## config.mk

```make
export PLATFORM = sky130hd
export DESIGN_NAME = tlul_sram_adapter
export DESIGN_NICKNAME = d
export VERILOG_FILES = /design/src/design/tlul_pkg.sv /design/src/design/mem_rsp_if.sv /design/src/design/atomic_alu.sv /design/src/design/fifo_sync.sv /design/src/design/sram_access_ctrl.sv /design/src/design/tlul_rsp_gen.sv /design/src/design/tlul_sram_adapter.sv
export VERILOG_INCLUDE_DIRS = /design/src /design/src/include
export SDC_FILE = /design/constraint.sdc
export NUM_CORES = 1
export LEC_CHECK = 0
export BUFFER_PORTS_ARGS = -buffer_cell sky130_fd_sc_hd__clkbuf_2
export CORE_ASPECT_RATIO = 1.25
export CORE_MARGIN = 2
export CORE_UTILIZATION = 40
export CTS_CLUSTER_SIZE = 24
export DETAILED_ROUTE_END_ITERATION = 8
export RECOVER_POWER = 25
export SETUP_SLACK_MARGIN = 0.3
export SYNTH_ARGS = -nofsm -noshare
export SYNTH_HDL_FRONTEND = slang
export SYNTH_SLANG_ARGS = --single-unit
```

## constraint.sdc

```tcl
create_clock -name clk_i -period 6 [get_ports clk_i]
set_input_delay 0 -clock clk_i [delete_from_list [all_inputs] [get_ports clk_i]]
set_output_delay 0 -clock clk_i [all_outputs]
set_load 0.01 [all_outputs]
```

## src/include/tlul_defs.svh

```systemverilog
// bus and memory geometry macros for the tl-ul sram adapter
// widths of the a and d channel fields, sram word address width
// and the number of response fifo entries

`ifndef TLUL_DEFS_SVH
`define TLUL_DEFS_SVH

// data word width in bits
`define TL_DW 32
// bytes per data word, one mask bit each
`define TL_DBW 4
// a-channel byte address width
`define TL_AW 32
// size field width, log2 of the byte count
`define TL_SZW 2
// source id width
`define TL_AIW 8

// sram word address width, 1024 words
`define SRAM_AW 10

// response fifo entries
`define RSP_DEPTH 2

`endif

```

## src/design/tlul_pkg.sv

```systemverilog
// shared types of the tl-ul sram adapter
// a and d channel opcodes, atomic function codes,
// controller states and the response record

`include "tlul_defs.svh"

package tlul_pkg;

  // a-channel opcodes, intent hints are not supported
  typedef enum logic [2:0] {
    PutFullData    = 3'd0,
    PutPartialData = 3'd1,
    ArithmeticData = 3'd2,
    LogicalData    = 3'd3,
    Get            = 3'd4
  } tl_a_op_e;

  // d-channel opcodes
  typedef enum logic [2:0] {
    AccessAck     = 3'd0,
    AccessAckData = 3'd1
  } tl_d_op_e;

  // a_param codes for ArithmeticData
  typedef enum logic [2:0] {
    AMin  = 3'd0,
    AMax  = 3'd1,
    AMinu = 3'd2,
    AMaxu = 3'd3,
    AAdd  = 3'd4
  } arith_fn_e;

  // a_param codes for LogicalData
  typedef enum logic [2:0] {
    LXor  = 3'd0,
    LOr   = 3'd1,
    LAnd  = 3'd2,
    LSwap = 3'd3
  } logic_fn_e;

  // sram controller states
  typedef enum logic [1:0] {
    CtrlIdle,
    CtrlAccess,
    CtrlAtomicWait,
    CtrlAtomicWrite
  } ctrl_state_e;

  // one completed access, as it leaves on the d channel
  typedef struct packed {
    tl_d_op_e             d_opcode;
    logic [`TL_SZW-1:0]   size;
    logic [`TL_AIW-1:0]   source;
    logic [`TL_DW-1:0]    data;
    logic                 error;
  } rsp_rec_t;

endpackage

```

## src/design/mem_rsp_if.sv

```systemverilog
// completed-access channel between the sram controller
// and the d-channel response generator

`timescale 1ns/100ps

interface mem_rsp_if import tlul_pkg::*; ();

  // one-cycle strobe, record is valid with it
  logic     push;
  rsp_rec_t rec;
  // response fifo can take one more record
  logic     room;

  // controller side
  modport ctrl (
    output push,
    output rec,
    input  room
  );

  // response generator side
  modport gen (
    input  push,
    input  rec,
    output room
  );

endinterface

```

## src/design/atomic_alu.sv

```systemverilog
// combinational alu for tl-ul atomics on one bus word
// arithmetic: signed and unsigned min/max, add
// logical: xor, or, and, swap

`timescale 1ns/100ps
`include "tlul_defs.svh"

module atomic_alu import tlul_pkg::*; (
  // 1: ArithmeticData, 0: LogicalData
  input  logic              arith_i,
  // a_param of the request
  input  logic [2:0]        fn_i,
  // word currently stored in the sram
  input  logic [`TL_DW-1:0] mem_i,
  // word carried by the request
  input  logic [`TL_DW-1:0] op_i,
  output logic [`TL_DW-1:0] result_o
);

  logic slt, ult;

  // op_i below mem_i, both ways
  assign slt = $signed(op_i) < $signed(mem_i);
  assign ult = op_i < mem_i;

  always_comb begin
    // unknown function codes leave the word as it was
    result_o = mem_i;
    if (arith_i) begin
      case (arith_fn_e'(fn_i))
        AMin:    result_o = slt ? op_i : mem_i;
        AMax:    result_o = slt ? mem_i : op_i;
        AMinu:   result_o = ult ? op_i : mem_i;
        AMaxu:   result_o = ult ? mem_i : op_i;
        // carry out is dropped
        AAdd:    result_o = op_i + mem_i;
        default: result_o = mem_i;
      endcase
    end else begin
      case (logic_fn_e'(fn_i))
        LXor:    result_o = op_i ^ mem_i;
        LOr:     result_o = op_i | mem_i;
        LAnd:    result_o = op_i & mem_i;
        // swap stores the request word
        LSwap:   result_o = op_i;
        default: result_o = mem_i;
      endcase
    end
  end

endmodule

```

## src/design/fifo_sync.sv

```systemverilog
// synchronous register-array fifo with fill level output
// push and pop in the same cycle are taken even when full

`timescale 1ns/100ps

module fifo_sync #(
  parameter int Width = 8,
  parameter int Depth = 2
) (
  input  logic                       clk_i,
  input  logic                       rst_ni,
  input  logic                       wvalid_i,
  output logic                       wready_o,
  input  logic [Width-1:0]           wdata_i,
  output logic                       rvalid_o,
  input  logic                       rready_i,
  output logic [Width-1:0]           rdata_o,
  output logic [$clog2(Depth+1)-1:0] depth_o
);

  localparam int PtrW = (Depth > 1) ? $clog2(Depth) : 1;
  localparam int CntW = $clog2(Depth + 1);

  logic [Width-1:0] mem_q [Depth];
  logic [PtrW-1:0]  wptr_q, rptr_q;
  logic [CntW-1:0]  cnt_q;
  logic             push, pop;

  // a full fifo still takes a word when the head leaves
  assign rvalid_o = (cnt_q != '0);
  assign wready_o = (cnt_q < CntW'(Depth)) || rready_i;
  assign push     = wvalid_i && wready_o;
  assign pop      = rvalid_o && rready_i;
  assign rdata_o  = mem_q[rptr_q];
  assign depth_o  = cnt_q;

  always_ff @(posedge clk_i or negedge rst_ni) begin
    if (!rst_ni) begin
      wptr_q <= '0;
      rptr_q <= '0;
      cnt_q  <= '0;
    end else begin
      if (push) begin
        // wrap at depth, not at a power of two
        wptr_q <= (wptr_q == PtrW'(Depth - 1)) ? '0 : wptr_q + 1'b1;
      end
      if (pop) begin
        rptr_q <= (rptr_q == PtrW'(Depth - 1)) ? '0 : rptr_q + 1'b1;
      end
      if (push && !pop) begin
        cnt_q <= cnt_q + 1'b1;
      end else if (pop && !push) begin
        cnt_q <= cnt_q - 1'b1;
      end
    end
  end

  // storage
  always_ff @(posedge clk_i) begin
    if (push) begin
      mem_q[wptr_q] <= wdata_i;
    end
  end

endmodule

```

## src/design/sram_access_ctrl.sv

```systemverilog
// a-channel acceptance and sram access sequencing
// one request in flight: put writes, get reads,
// atomics read, modify in the alu and write back

`timescale 1ns/100ps
`include "tlul_defs.svh"

module sram_access_ctrl import tlul_pkg::*; (
  input  logic                clk_i,
  input  logic                rst_ni,
  // a channel
  input  logic                a_valid_i,
  output logic                a_ready_o,
  input  logic [2:0]          a_opcode_i,
  input  logic [2:0]          a_param_i,
  input  logic [`TL_SZW-1:0]  a_size_i,
  input  logic [`TL_DBW-1:0]  a_mask_i,
  input  logic [`TL_AIW-1:0]  a_source_i,
  input  logic [`TL_AW-1:0]   a_address_i,
  input  logic [`TL_DW-1:0]   a_data_i,
  // sram port
  output logic                req_o,
  input  logic                gnt_i,
  output logic                we_o,
  output logic [`SRAM_AW-1:0] addr_o,
  output logic [`TL_DW-1:0]   wdata_o,
  output logic [`TL_DW-1:0]   wmask_o,
  input  logic [`TL_DW-1:0]   rdata_i,
  input  logic                rvalid_i,
  // [1] uncorrectable, [0] correctable and ignored here
  input  logic [1:0]          rerror_i,
  // completed accesses
  mem_rsp_if.ctrl             rsp
);

  ctrl_state_e         state_q, state_d;
  tl_a_op_e            op_q;
  logic [2:0]          param_q;
  logic [`TL_SZW-1:0]  size_q;
  logic [`TL_AIW-1:0]  source_q;
  logic [`TL_DBW-1:0]  mask_q;
  logic [`SRAM_AW-1:0] addr_q;
  logic [`TL_DW-1:0]   data_q, old_q, bit_mask, alu_result;
  logic                err_q, accept, is_put, is_atomic;

  // only take a request when idle and its response has a slot
  assign a_ready_o = (state_q == CtrlIdle) && rsp.room;
  assign accept    = a_valid_i && a_ready_o;
  assign is_put    = op_q inside {PutFullData, PutPartialData};
  assign is_atomic = op_q inside {ArithmeticData, LogicalData};

  // byte mask to bit mask
  always_comb begin
    for (int i = 0; i < `TL_DBW; i++) begin
      bit_mask[8*i +: 8] = {8{mask_q[i]}};
    end
  end

  atomic_alu u_alu (
    .arith_i  (op_q == ArithmeticData),
    .fn_i     (param_q),
    .mem_i    (old_q),
    .op_i     (data_q),
    .result_o (alu_result)
  );

  // sram request side
  assign req_o   = (state_q == CtrlAccess) || (state_q == CtrlAtomicWrite);
  assign we_o    = ((state_q == CtrlAccess) && is_put) || (state_q == CtrlAtomicWrite);
  assign addr_o  = addr_q;
  assign wmask_o = bit_mask;
  assign wdata_o = ((state_q == CtrlAtomicWrite) ? alu_result : data_q) & bit_mask;

  // push: put on its grant, get on rvalid, atomic on the write-back grant
  assign rsp.push = ((state_q == CtrlAccess) && is_put && gnt_i) ||
                    ((state_q == CtrlAtomicWait) && !is_atomic && rvalid_i) ||
                    ((state_q == CtrlAtomicWrite) && gnt_i);

  always_comb begin
    rsp.rec.d_opcode = is_put ? AccessAck : AccessAckData;
    rsp.rec.size     = size_q;
    rsp.rec.source   = source_q;
    rsp.rec.data     = '0;
    rsp.rec.error    = 1'b0;
    if (is_atomic) begin
      // atomics return the word before the update
      rsp.rec.data  = old_q & bit_mask;
      rsp.rec.error = err_q;
    end else if (!is_put) begin
      rsp.rec.data  = rdata_i & bit_mask;
      rsp.rec.error = rerror_i[1];
    end
  end

  always_comb begin
    state_d = state_q;
    case (state_q)
      CtrlIdle:        if (accept) state_d = CtrlAccess;
      // writes finish on the grant, reads wait for data
      CtrlAccess:      if (gnt_i) state_d = is_put ? CtrlIdle : CtrlAtomicWait;
      // also serves the read wait of a get
      CtrlAtomicWait:  if (rvalid_i) state_d = is_atomic ? CtrlAtomicWrite : CtrlIdle;
      CtrlAtomicWrite: if (gnt_i) state_d = CtrlIdle;
      default:         state_d = CtrlIdle;
    endcase
  end

  always_ff @(posedge clk_i or negedge rst_ni) begin
    if (!rst_ni) begin
      state_q <= CtrlIdle;
    end else begin
      state_q <= state_d;
    end
  end

  // request payload, old word and its error flag
  always_ff @(posedge clk_i) begin
    if (accept) begin
      op_q     <= tl_a_op_e'(a_opcode_i);
      param_q  <= a_param_i;
      size_q   <= a_size_i;
      source_q <= a_source_i;
      mask_q   <= a_mask_i;
      addr_q   <= a_address_i[`SRAM_AW+1:2];
      data_q   <= a_data_i;
    end
    if ((state_q == CtrlAtomicWait) && rvalid_i) begin
      old_q <= rdata_i;
      err_q <= rerror_i[1];
    end
  end

endmodule

```

## src/design/tlul_rsp_gen.sv

```systemverilog
// response fifo and d-channel driver
// records from the sram controller are queued in order
// and leave on the d channel under d_ready_i back-pressure

`timescale 1ns/100ps
`include "tlul_defs.svh"

module tlul_rsp_gen import tlul_pkg::*; (
  input  logic               clk_i,
  input  logic               rst_ni,
  // d channel
  output logic               d_valid_o,
  input  logic               d_ready_i,
  output logic [2:0]         d_opcode_o,
  output logic [`TL_SZW-1:0] d_size_o,
  output logic [`TL_AIW-1:0] d_source_o,
  output logic [`TL_DW-1:0]  d_data_o,
  output logic               d_error_o,
  // records from the controller
  mem_rsp_if.gen             rsp
);

  localparam int RecW   = $bits(rsp_rec_t);
  localparam int DepthW = $clog2(`RSP_DEPTH + 1);

  rsp_rec_t          head;
  logic [DepthW-1:0] depth;

  // wready is not watched, the controller only pushes when room was high
  fifo_sync #(
    .Width (RecW),
    .Depth (`RSP_DEPTH)
  ) u_rsp_fifo (
    .clk_i    (clk_i),
    .rst_ni   (rst_ni),
    .wvalid_i (rsp.push),
    .wready_o (),
    .wdata_i  (rsp.rec),
    .rvalid_o (d_valid_o),
    .rready_i (d_ready_i),
    .rdata_o  (head),
    .depth_o  (depth)
  );

  // one free slot is enough for the single request in flight
  assign rsp.room = depth < DepthW'(`RSP_DEPTH);

  // fifo head is the d payload, it holds until the transfer pops it
  assign d_opcode_o = head.d_opcode;
  assign d_size_o   = head.size;
  assign d_source_o = head.source;
  assign d_data_o   = head.data;
  assign d_error_o  = head.error;

endmodule

```

## src/design/tlul_sram_adapter.sv

```systemverilog
// tl-ul slave to single-port sram adapter top level
// controller and response generator joined by mem_rsp_if

`timescale 1ns/100ps
`include "tlul_defs.svh"

module tlul_sram_adapter (
  input  logic                clk_i,
  input  logic                rst_ni,
  // a channel
  input  logic                a_valid_i,
  output logic                a_ready_o,
  input  logic [2:0]          a_opcode_i,
  input  logic [2:0]          a_param_i,
  input  logic [`TL_SZW-1:0]  a_size_i,
  input  logic [`TL_DBW-1:0]  a_mask_i,
  input  logic [`TL_AIW-1:0]  a_source_i,
  input  logic [`TL_AW-1:0]   a_address_i,
  input  logic [`TL_DW-1:0]   a_data_i,
  // d channel
  output logic                d_valid_o,
  input  logic                d_ready_i,
  output logic [2:0]          d_opcode_o,
  output logic [`TL_SZW-1:0]  d_size_o,
  output logic [`TL_AIW-1:0]  d_source_o,
  output logic [`TL_DW-1:0]   d_data_o,
  output logic                d_error_o,
  // sram port
  output logic                req_o,
  input  logic                gnt_i,
  output logic                we_o,
  output logic [`SRAM_AW-1:0] addr_o,
  output logic [`TL_DW-1:0]   wdata_o,
  output logic [`TL_DW-1:0]   wmask_o,
  input  logic [`TL_DW-1:0]   rdata_i,
  input  logic                rvalid_i,
  input  logic [1:0]          rerror_i
);

  mem_rsp_if u_rsp_if ();

  sram_access_ctrl u_ctrl (
    .clk_i, .rst_ni,
    .a_valid_i, .a_ready_o, .a_opcode_i, .a_param_i, .a_size_i,
    .a_mask_i, .a_source_i, .a_address_i, .a_data_i,
    .req_o, .gnt_i, .we_o, .addr_o, .wdata_o, .wmask_o,
    .rdata_i, .rvalid_i, .rerror_i,
    .rsp (u_rsp_if.ctrl)
  );

  tlul_rsp_gen u_rsp_gen (
    .clk_i, .rst_ni,
    .d_valid_o, .d_ready_i, .d_opcode_o, .d_size_o,
    .d_source_o, .d_data_o, .d_error_o,
    .rsp (u_rsp_if.gen)
  );

endmodule

```

Yosys cells after proc, flatten, opt, wreduce, memory -nomap -nowiden. Memory sizes are Yosys's and may differ from the RTL's. Cells that the tools add are included.

Word-level logic and storage cells: 94. Flip-flop bits (word level): 101. ROM bits: 0. RAM bits: 88. Memories kept: 1. Bits in latches: 0.

Memory list: u_rsp_gen.u_rsp_fifo.mem_q (depth 2, bits a word 44, read ports 1, clocked after memory_dff 0, wr ports 1, RTL line fifo_sync.sv:24) `logic [Width-1:0] mem_q [Depth];`.

$add $sub $neg: 5. Eq/ne operators: 14. Multipliers: 0. Div/mod/pow operators: 0. Magnitude comparators: 3. Shift-type cells: 0. Reduce and logical (&&, ||, !) cells: 28. Bitwise gates (word level): 6. Muxes and demuxes: 24.

Operators by type and width (count): two-way mux 32 bit (6); case mux 32 bit (5 select lines) (1); AND 32 bit (4); case mux 32 bit (4 select lines) (1); two-way mux 33 bit (2); < comparator 32 bit (2); adder 32 bit (1); bitwise OR 32 bit (1); XOR 32 bit (1); two-way mux 2 bit (8); == test 3 x 2 -> 1 bit (second input constant) (4); logical AND 1 bit (12); case mux 2 bit (4 select lines) (1); nonzero test 2 bit (4); == test 3 x 1 -> 1 bit (second input constant) (2); zero test 3 bit (2); inequality test 2 bit (second input constant) (3); logical OR 1 bit (5); two-way mux 1 bit (5); == test 2 bit (second input constant) (2); AND reduction 4 bit (1); == test 3 bit (second input constant) (1); zero test 1 bit (3); adder 1 bit (second input constant) (2); other kinds (6) (6).

Longest topological paths before layout. Gate-level depths: netlist of the first run.

Depth in word-level cells: 12. Depth in mapped cells: 14. Gate-level depth less buffers: 11.

Cells and area by module. A second synthesis of the first run with hierarchy kept.

Cells, all modules: 1280. Area total of the unflattened synthesis: 13380.3 µm².

Modules (own cells, without submodules): atomic_alu (times used 1, sequential area each 0.0 µm², cells each 784, area an instance 5390.2 µm²); sram_access_ctrl (times used 1, sequential area each 2902.8 µm², cells each 334, area an instance 4349.2 µm²); fifo_sync (times used 1, sequential area each 2862.7 µm², cells each 161, area an instance 3637.2 µm²); tlul_rsp_gen (times used 1, sequential area each 0.0 µm², cells each 1, area an instance 3.8 µm²).

Worst setup path after synthesis of the first run. No wires, ideal clock.

Path kind: register to register. From: reg u_ctrl.state_q[0]. To: mem u_rsp_gen.u_rsp_fifo.mem_q[0][0] in the netlist's numbering, enable pin. Buffers on the path: 1. Required time: 5.549 ns. Data arrival time: 4.737 ns. Stages on the path, launching flop included: 7. Path slack: 0.812 ns. Period minus slack after synthesis: 5.188 ns. Cell sequence: dfrtp_1 -> clkbuf_1 -> nand2b_1 -> nor2_1 -> a22oi_1 -> a21oi_1 -> nor2b_1.

Longest elaborated chain between the ends: 8. Elaborated cells on any way between the ends: 13.

Ends and longest elaborated chain: from (decl) (RTL line sram_access_ctrl.sv:36) `ctrl_state_e state_q, state_d;`; from (signal assigned) (RTL line sram_access_ctrl.sv:110) `state_q <= CtrlIdle;`; from (signal assigned) (RTL line sram_access_ctrl.sv:112) `state_q <= state_d;`; == test 2 x 1 -> 1 bit or == test 2 bit (tied branches) (RTL line sram_access_ctrl.sv:75, sram_access_ctrl.sv:76); logical AND 1 bit (on tied branches) (2 in a row) (RTL line sram_access_ctrl.sv:75, sram_access_ctrl.sv:76); logical OR 1 bit (RTL line sram_access_ctrl.sv:75) `assign rsp.push = ((state_q == CtrlAccess) && is_put && gnt_i) ||`; logical OR 1 bit * (RTL line sram_access_ctrl.sv:76) `((state_q == CtrlAtomicWait) && !is_atomic && rvalid_i) ||`; logical AND 1 bit * (RTL line fifo_sync.sv:32) `assign push = wvalid_i && wready_o;`; net u_rsp_gen.u_rsp_fifo.push (RTL line fifo_sync.sv:27) `logic push, pop;`; two-way mux 1 bit * (RTL line fifo_sync.sv:60) `if (push) begin`; two-way mux 1 bit (not written as such) * (RTL line fifo_sync.sv:61) `mem_q[wptr_q] <= wdata_i;`; to (decl) (RTL line fifo_sync.sv:24).

The timed path passes the listed nets; every way through them passes the cells marked *.

Worst setup path in the final report of the first run.
From: reg u_ctrl.old_q[0]. To: out wdata_o[30].

Longest elaborated chain between the ends: 6. Elaborated cells on any way between the ends: 11.

Ends and longest elaborated chain: from (decl) (RTL line sram_access_ctrl.sv:43) `` logic [`TL_DW-1:0] data_q, old_q, bit_mask, alu_result; ``; from (signal assigned) (RTL line sram_access_ctrl.sv:128) `old_q <= rdata_i;`; < comparator 32 bit (on tied branches) (RTL line atomic_alu.sv:24, atomic_alu.sv:23); two-way mux 32 bit (on tied branches); case mux 32 bit (5 select lines) * (RTL line atomic_alu.sv:30) `case (arith_fn_e'(fn_i))`; two-way mux 32 bit * (RTL line atomic_alu.sv:29) `if (arith_i) begin`; two-way mux 32 bit * (RTL line sram_access_ctrl.sv:72) `assign wdata_o = ((state_q == CtrlAtomicWrite) ? alu_result : data_q) & bit_mask;`; AND 32 bit * (RTL line sram_access_ctrl.sv:72); to (decl) (RTL line tlul_sram_adapter.sv:33) `` output logic [`TL_DW-1:0] wdata_o, ``.

Mark *: on every way between the ends. The rest lies on a longest branch, timed or not.

==> impl_results.md, run 1 <==
- Outcome: finished clean
- Crit path time final: 4.794 ns
- CP bufs+invs: 1
- Setup crit start kind: register
- Slowest cell on crit path: o311ai_0
- Worst Setup Path Type: register to output pin
- Vias: 11320
- Layout cells sized above 1: 21.61%
- # placed instances: 1868
- Global-route met3 utilization: 4.281%
- Tcrit/Tclk final: 79.90%
- Vias in the first global route: 11430
- Leakage power: 6.620 nW
- GRT Util Overall: 23.07%
- Average instance area after synthesis: 10.35 um2
- Final Hold Violating Endpoints: 0
- Met2 usage: 37.97%
- Initial Util: 40.48%
- CP Capture Type: output pin
- Peak supply drop: 146.5 uV
- Clock slew at reported path FFs: 0.07 ns
- Start of the worst register-to-register path: u_ctrl.state_q[0]
- Die Y: 209.9 um
- HP Class: primary input to register
- Seq cells post-synth: 189
- Number of synthesized flops with an enable pin: 183
- Finished Layout Cells: 2001
- FF-to-FF End: u_rsp_gen.u_rsp_fifo.mem_q[0][38]
- Worst path most repeated cell: o21ai_0
- First-pass GRT wire length: 63.24 mm
- Asr flop ratio synth: 3.175%
- Port bufs: 222
- Antenna viol nets, final: 0
- RSZ-0062 raised after global routing: no
- RD Place Congestion: 0.9296
- HPWL after DPL: 27.65 mm
- Synth Flop Type: edfxtp_1
- Drt via density: 5.657
- Yosys warns: 0
- CTS H-tree depth: 4
- Syn-to-layout area delta: 20.47%
- Maximum root-to-sink buffer count: 2
- Hold EP: u_ctrl.param_q[2]
- Clock root buffer: clkbuf_16
- Cell chain of the critical path: ha_1 > fa_1 > a21o_1 > a221o_1 > o311ai_0 > nand3_1 > a31oi_1 > o21ai_0 > a21oi_1 > mux2i_1 > o21ai_0 > clkbuf_2
- Final max-slew violation count: 0
- Fillers: 3130
- Final setup fails: 0
- Nets: 1787
- Cells after Synth: 1310
- Mapped Area: 13560 um2
- Initial antenna violation count: 0
- CTS buffer count: 17
- Post-synthesis cell type count: 83
- Clk_lat worst skew: 0.44 ns
- Total grt overflow: 0
- Critical path's top delay family: compound AO/OA/AOI/OAI gates
- Sink Count: 189
- Tightest Pin Transition: 1.087 ns
- Routed WL: 40.96 mm
- Diodes inserted: 0
- Most common cell after layout, fill and taps aside: clkbuf_2
- Hold depth: 2
- Pre-CTS WS: 1.749 ns
- CP Max Fanout: 6
- Num ports: 248
- Largest net degree at the start of global routing: 64
- Power Density: 333.4 nW/um2
- Crit path DAT: 4.79 ns
- Setup TNS: 0 ns
- Fin area: 16340 um2
- Gates resized, CTS repair: 0
- Core area: 33500 um2
- CP peak stage delay: 0.88 ns
- M1 GR Usage: 30.00%
- CTS tree: done
- Leading cell types in the layout, fill and taps excluded: clkbuf_2 (185), edfxtp_1 (183), inv_1 (116)
- Slew headroom: 27.52%
- Hold path startpoint: a_param_i[2]
- Max_cap viols: 0
- Worst EP required: 6.00 ns
- CTS Hold Buffers Added: 101
- Chip width: 168.7 um
- Hold_ws: 0.2620 ns
- Per-cell routed wire length: 20.47 um
- Worst R2R Path Depth: 6
- DRC: 0
- R2r setup slk: 2.55 ns
- Clk_skew: 0.01719 ns
- Row count: 75
- Total Die Area: 35400 um2
- GR peak layer: met2
- Post-CTS Repair Setup Buffers: 0
- Area after DPL: 14830 um2
- Final WS setup: 1.206 ns
- First-pass DRT Iterations: 7
- Initial DRC count: 1019
- Achievable clock frequency: 208.6 MHz
- Sequential cell area fraction in the yosys report: 41.63%
==> report_power, final <==
| group | internal (W) | switching, W |
|---|---|---|
| Sequential | 0.00172 | 0.000273 |
| Clock | 0.000536 | 0.000540 |
| Combinational | 0.000998 | 0.00138 |
| Total | 0.00325 | 0.00220 |
==> per-stage QoR <==
step	total power, W	util, %
detailed placement	0.004331	44.28
global placement	0.004291	44.28
floorplan	0.003583	-
global route	0.005765	48.77
CTS	0.005477	48.90
finish	0.005448	48.77
==> worst max path at each step <==
stage / start / end / slack (ns) / depth (start not counted)
5_1_grt: u_ctrl.old_q[0] / wdata_o[30] / 0.98 / 12
6_report: u_ctrl.old_q[0] / wdata_o[30] / 1.21 / 12
4_1_cts: u_ctrl.old_q[13] / wdata_o[14] / 1.24 / 13
3_3_place_gp: u_ctrl.old_q[13] / wdata_o[14] / 1.79 / 13
3_5_place_dp: u_ctrl.old_q[13] / wdata_o[14] / 1.75 / 13
2_1_floorplan: u_ctrl.state_q[0] / u_rsp_gen.u_rsp_fifo.mem_q[0][0] / 0.81 / 6
==> logic make-up (layout without fill, tap and decap cells) <==
logic type                 Yosys count  in the layout  share of synthesized area [%]
AOI/OAI and AO/OA                  364            364                          17.93
xor gates and xnor gates            25             25                          1.615
adders and majority gates           98             98                          9.098
buffers and inverters              228            495                          7.464
DFF                                189            189                          41.63
muxes                              112            112                          11.75
other                                1              2                        0.02765
and+or+nand+nor                    293            293                          10.49
==> metal layers <==
layer,wire [um],vias up,share of wire (%)
met4,1263,0,3.1
met2,19450,430,47
met3,2489,75,6.1
met1,17760,5483,43
met5,0,-,0
li1,-,5331,-
==> worst reg2reg max path: stages, from the launching register on <==
cell	delay, ns
dfrtp_1	0.48
nand2b_1	0.25
nor2_4	0.79
a22oi_1	0.24
a21oi_1	0.33
nor2b_4	0.52
buf_4	0.48
==> area by class of cell <==
cell class | instances | area, um2 | area share, %
clock buffer | 17 | 425.4 | 2.604
inverter | 119 | 446.7 | 2.734
multi-input combinational | 894 | 6930 | 42.42
clock inverter | 15 | 112.6 | 0.6893
sequential | 189 | 5647 | 34.56
tap | 423 | 529.3 | 3.240
timing repair buffer | 344 | 2246 | 13.75
==> cells in the mapped netlist (all sizes together), types with 16 or more instances <==
cell	number	area share, %
clkbuf	63	1.8
edfxtp	183	41
nand3	26	0.96
mux2	44	3.7
and2	32	1.5
mux4	32	5.3
ha	97	8.9
a22oi	17	0.94
o221ai	24	1.6
buf	46	2.4
inv	118	3.3
o21ai	103	3.8
nand2	102	2.8
xnor2	18	1.2
a21oi	89	3.3
mux2i	36	2.7
a221oi	16	1.4
nor2	52	1.4
nor3	22	0.90
==> state kept, by name, indices dropped and copies added, names as in the netlist, 2 cells and up <==
signal / cells
u_ctrl.mask_q: 4
u_ctrl.op_q: 3
u_rsp_gen.u_rsp_fifo.depth_o: 2
u_ctrl.source_q: 8
u_ctrl.data_q: 32
u_ctrl.size_q: 2
u_rsp_gen.u_rsp_fifo.mem_q: 88
u_ctrl.addr_o: 10
u_ctrl.state_q: 2
u_ctrl.param_q: 3
u_ctrl.old_q: 32
Power figures use the tool's default switching activity.
==> run 2, diff against run 1 <==
==> constraint.sdc (replaced) <==
create_clock -name clk_i -period 4.18 [get_ports clk_i]
set_input_delay 0 -clock clk_i [delete_from_list [all_inputs] [get_ports clk_i]]
set_output_delay 0 -clock clk_i [all_outputs]
set_load 0.01 [all_outputs]
==> run 2 against run 1 <==
- power is 57% higher
- critical path type unchanged
- sequential share of layout area is 2.9 points lower
- largest cell class unchanged
- sequential cell count stayed put
- sequential power is 40% higher
==> impl_results.md, run 2 (synthesis gave the netlist of run 1 again) <==
- Outcome: finished clean
- Start of the worst register-to-register path: u_ctrl.op_q[1]
- Switching pwr: 0.003472 W (+58%)
- Power Density: 480.2 nW/um2 (+44%)
- Max FFs per register: 88 (unchanged)
- Final setup fails: 0 (unchanged)
- CTS H-tree depth: 4 (unchanged)
- Peak supply drop: 282.3 uV (+93%)
- Pre-CTS WS: 0.3687 ns (-1.380 ns)
- Crit path time final: 3.911 ns
- CP Max Fanout: 9 (+3)
- Port bufs: 222 (unchanged)
- Clk_lat worst skew: 0.46 ns (+0.02 ns)
- Row count: 75 (unchanged)
- Drt via density: 5.783 (+2.2%)
- Diodes inserted: 0 (unchanged)
- CTS buffer count: 17 (unchanged)
- RSZ-0062 raised after global routing: yes
- Final Hold Violating Endpoints: 0 (unchanged)
- Final max-slew violation count: 0 (unchanged)
- Die Y: 209.9 um (unchanged)
- Slew headroom: 26.89% (-0.62 points)
- Clock slew at reported path FFs: 0.09 ns (+0.02 ns)
- Achievable clock frequency: 255.7 MHz
- Initial antenna violation count: 0 (unchanged)
- Syn-to-layout area delta: 31.54%
- Nets: 1892 (+5.9%)
- Fillers: 2947 (-5.8%)
- Hold depth: 2 (unchanged)
- Layout cells sized above 1: 31.43% (+9.8 points)
- Chip width: 168.7 um (unchanged)
- First-pass GRT wire length: 66.72 mm (+5.5%)
- Sequential power share: 32.6% (-3.9 points)
- Global-route met3 utilization: 3.715% (-0.57 points)
- Clk_skew: 0.01474 ns (-0.002445 ns)
- Total grt overflow: 0 (unchanged)
- M1 GR Usage: 32.18% (+2.2 points)
- Num ports: 248 (unchanged)
- Tightest Pin Transition: 1.094 ns (+0.007072 ns)
- Most common cell after layout, fill and taps aside: edfxtp_1
- Antenna viol nets, final: 0 (unchanged)
- Hold EP: u_ctrl.data_q[26]
- Largest net degree at the start of global routing: 64 (unchanged)
- Switching Share: 40.54% (+0.21 points)
- Worst EP required: 4.18 ns (-1.82 ns)
- Vias: 12180 (+7.6%)
- CTS tree: done
- Max_cap viols: 0 (unchanged)
- Sink Count: 189 (unchanged)
- Top flop regs: u_rsp_gen.u_rsp_fifo.mem_q (88), u_ctrl.data_q (32), u_ctrl.old_q (32)
- GR peak layer: met2
- DRC: 0 (unchanged)
- Crit path DAT: 3.91 ns (-0.88 ns)
- Clock power frac: 19.0% (-0.8 points)
- HP Class: primary input to register
- Fin area: 17840 um2 (+9.2%)
- CP Capture Type: output pin
- Setup crit start kind: register
- Worst Setup Path Type: register to output pin
- Met2 usage: 41.05% (+3.1 points)
- Internal cell power: 0.005093 W (+57%)
- HPWL after DPL: 29.71 mm (+7.4%)
- First-pass DRT Iterations: 5 (-2)
- RD Place Congestion: 0.9213 (-0.89%)
- Clock root buffer: clkbuf_16
- Maximum root-to-sink buffer count: 2 (unchanged)
- Setup TNS: 0 ns (unchanged)
- GRT Util Overall: 24.45% (+1.4 points)
- Final WS setup: 0.2685 ns (-0.9376 ns)
- Tcrit/Tclk final: 93.58%
- Routed WL: 44.67 mm (+9.1%)
- Combinational fraction of design power: 48.4% (+4.7 points)
- Per-cell routed wire length: 21.21 um (+3.6%)
- Core area: 33500 um2 (unchanged)
- R2r setup slk: 1.27 ns (-1.28 ns)
- Vias in the first global route: 11900 (+4.2%)
- Total Die Area: 35400 um2 (unchanged)
- FF-to-FF End: u_rsp_gen.u_rsp_fifo.mem_q[0][21]
- Leakage power: 7.224 nW (+9.1%)
- Hold path startpoint: a_data_i[26]
- Leading cell types in the layout, fill and taps excluded: edfxtp_1 (183), clkbuf_2 (179), buf_4 (114)
- Worst R2R Path Depth: 6 (unchanged)
- Final Power: 0.008565 W (+57%)
- Largest reg by FF count: u_rsp_gen.u_rsp_fifo.mem_q
- Initial Util: 40.48% (unchanged)
- Area after DPL: 15270 um2 (+2.9%)
- Initial DRC count: 1054 (+3.4%)
==> run 2: changes by cell type in the layout (fill, tap and decap cells not counted), sizes merged <==
| cell | before | now |
|---|---|---|
| buf | 21 | 132 |
| clkbuf | 239 | 234 |
| clkinv | 9 | 6 |
| inv | 123 | 125 |
==> run 2: layout make-up <==
class	count	area [um2]	share of cell area (%)
clock buffers	18	429.2	2.406
clock inverters	14	145.1	0.8137
inverters	119	446.7	2.504
multi-input cells	894	7497	42.03
flip-flops and latches	189	5647	31.66
well taps	423	529.3	2.967
repair buffers	449	3143	17.62
==> run 2: power by group through the flow <==
stage	clock network [W]	logic, W	registers [W]
after floorplan	0	0.00246	0.00268
after detailed placement	0	0.00354	0.00285
final	0.00163	0.00414	0.00279
after global placement	0	0.00351	0.00284
after CTS	0.00167	0.00381	0.00279
after global routing	0.00173	0.00445	0.00283
==> run 2: repair_timing <==
action,4_1_cts,5_1_grt
resized for setup,49,82
pin swaps,18,30
hold buffers,101,0
buffers inserted,21,32
hold endpoints to repair,142,0
cloned,0,1
setup endpoints to repair,32,32
==> run 2: worst max path at each step <==
stage	from	to	cells past startpoint
floorplan	u_ctrl.state_q[0]	u_rsp_gen.u_rsp_fifo.mem_q[0][0]	6
global route	u_ctrl.data_q[15]	wdata_o[8]	13
detailed placement	u_ctrl.data_q[13]	wdata_o[8]	15
finish	u_ctrl.old_q[27]	wdata_o[17]	14
CTS	u_ctrl.old_q[26]	wdata_o[8]	14
global placement	u_ctrl.data_q[13]	wdata_o[8]	15
==> run 2: through the flow <==
step | hold WS, ns | cells | utilization, %
final | 0.2466 | 2106 | 53.24
after global routing | 0.2400 | 2106 | 53.24
after CTS | 0.2142 | 2073 | 51.45
after detailed placement | -0.1602 | 1919 | 45.57
after global placement | -0.1662 | 1919 | 45.57
after floorplan | -0.2956 | 1311 | -
==> run 2: per-layer routing <==
metal | wire [um] | share of wire (%) | vias up
li1 | - | - | 5548
met1 | 18750 | 42 | 5977
met2 | 21410 | 48 | 539
met3 | 3182 | 7.1 | 114
met4 | 1336 | 3.0 | 0
met5 | 0 | 0 | -
==> run 2: worst max-delay path: stages, from the launching register on <==
cell	delay (ns)
edfxtp_1	0.49
inv_2	0.15
ha_4	0.22
or4_4	0.55
nor3_4	0.24
and3_4	0.27
o41a_4	0.20
buf_4	0.12
o31ai_4	0.07
o311a_4	0.16
buf_6	0.16
a221o_1	0.35
a221oi_2	0.20
a21oi_2	0.12
clkbuf_2	0.15
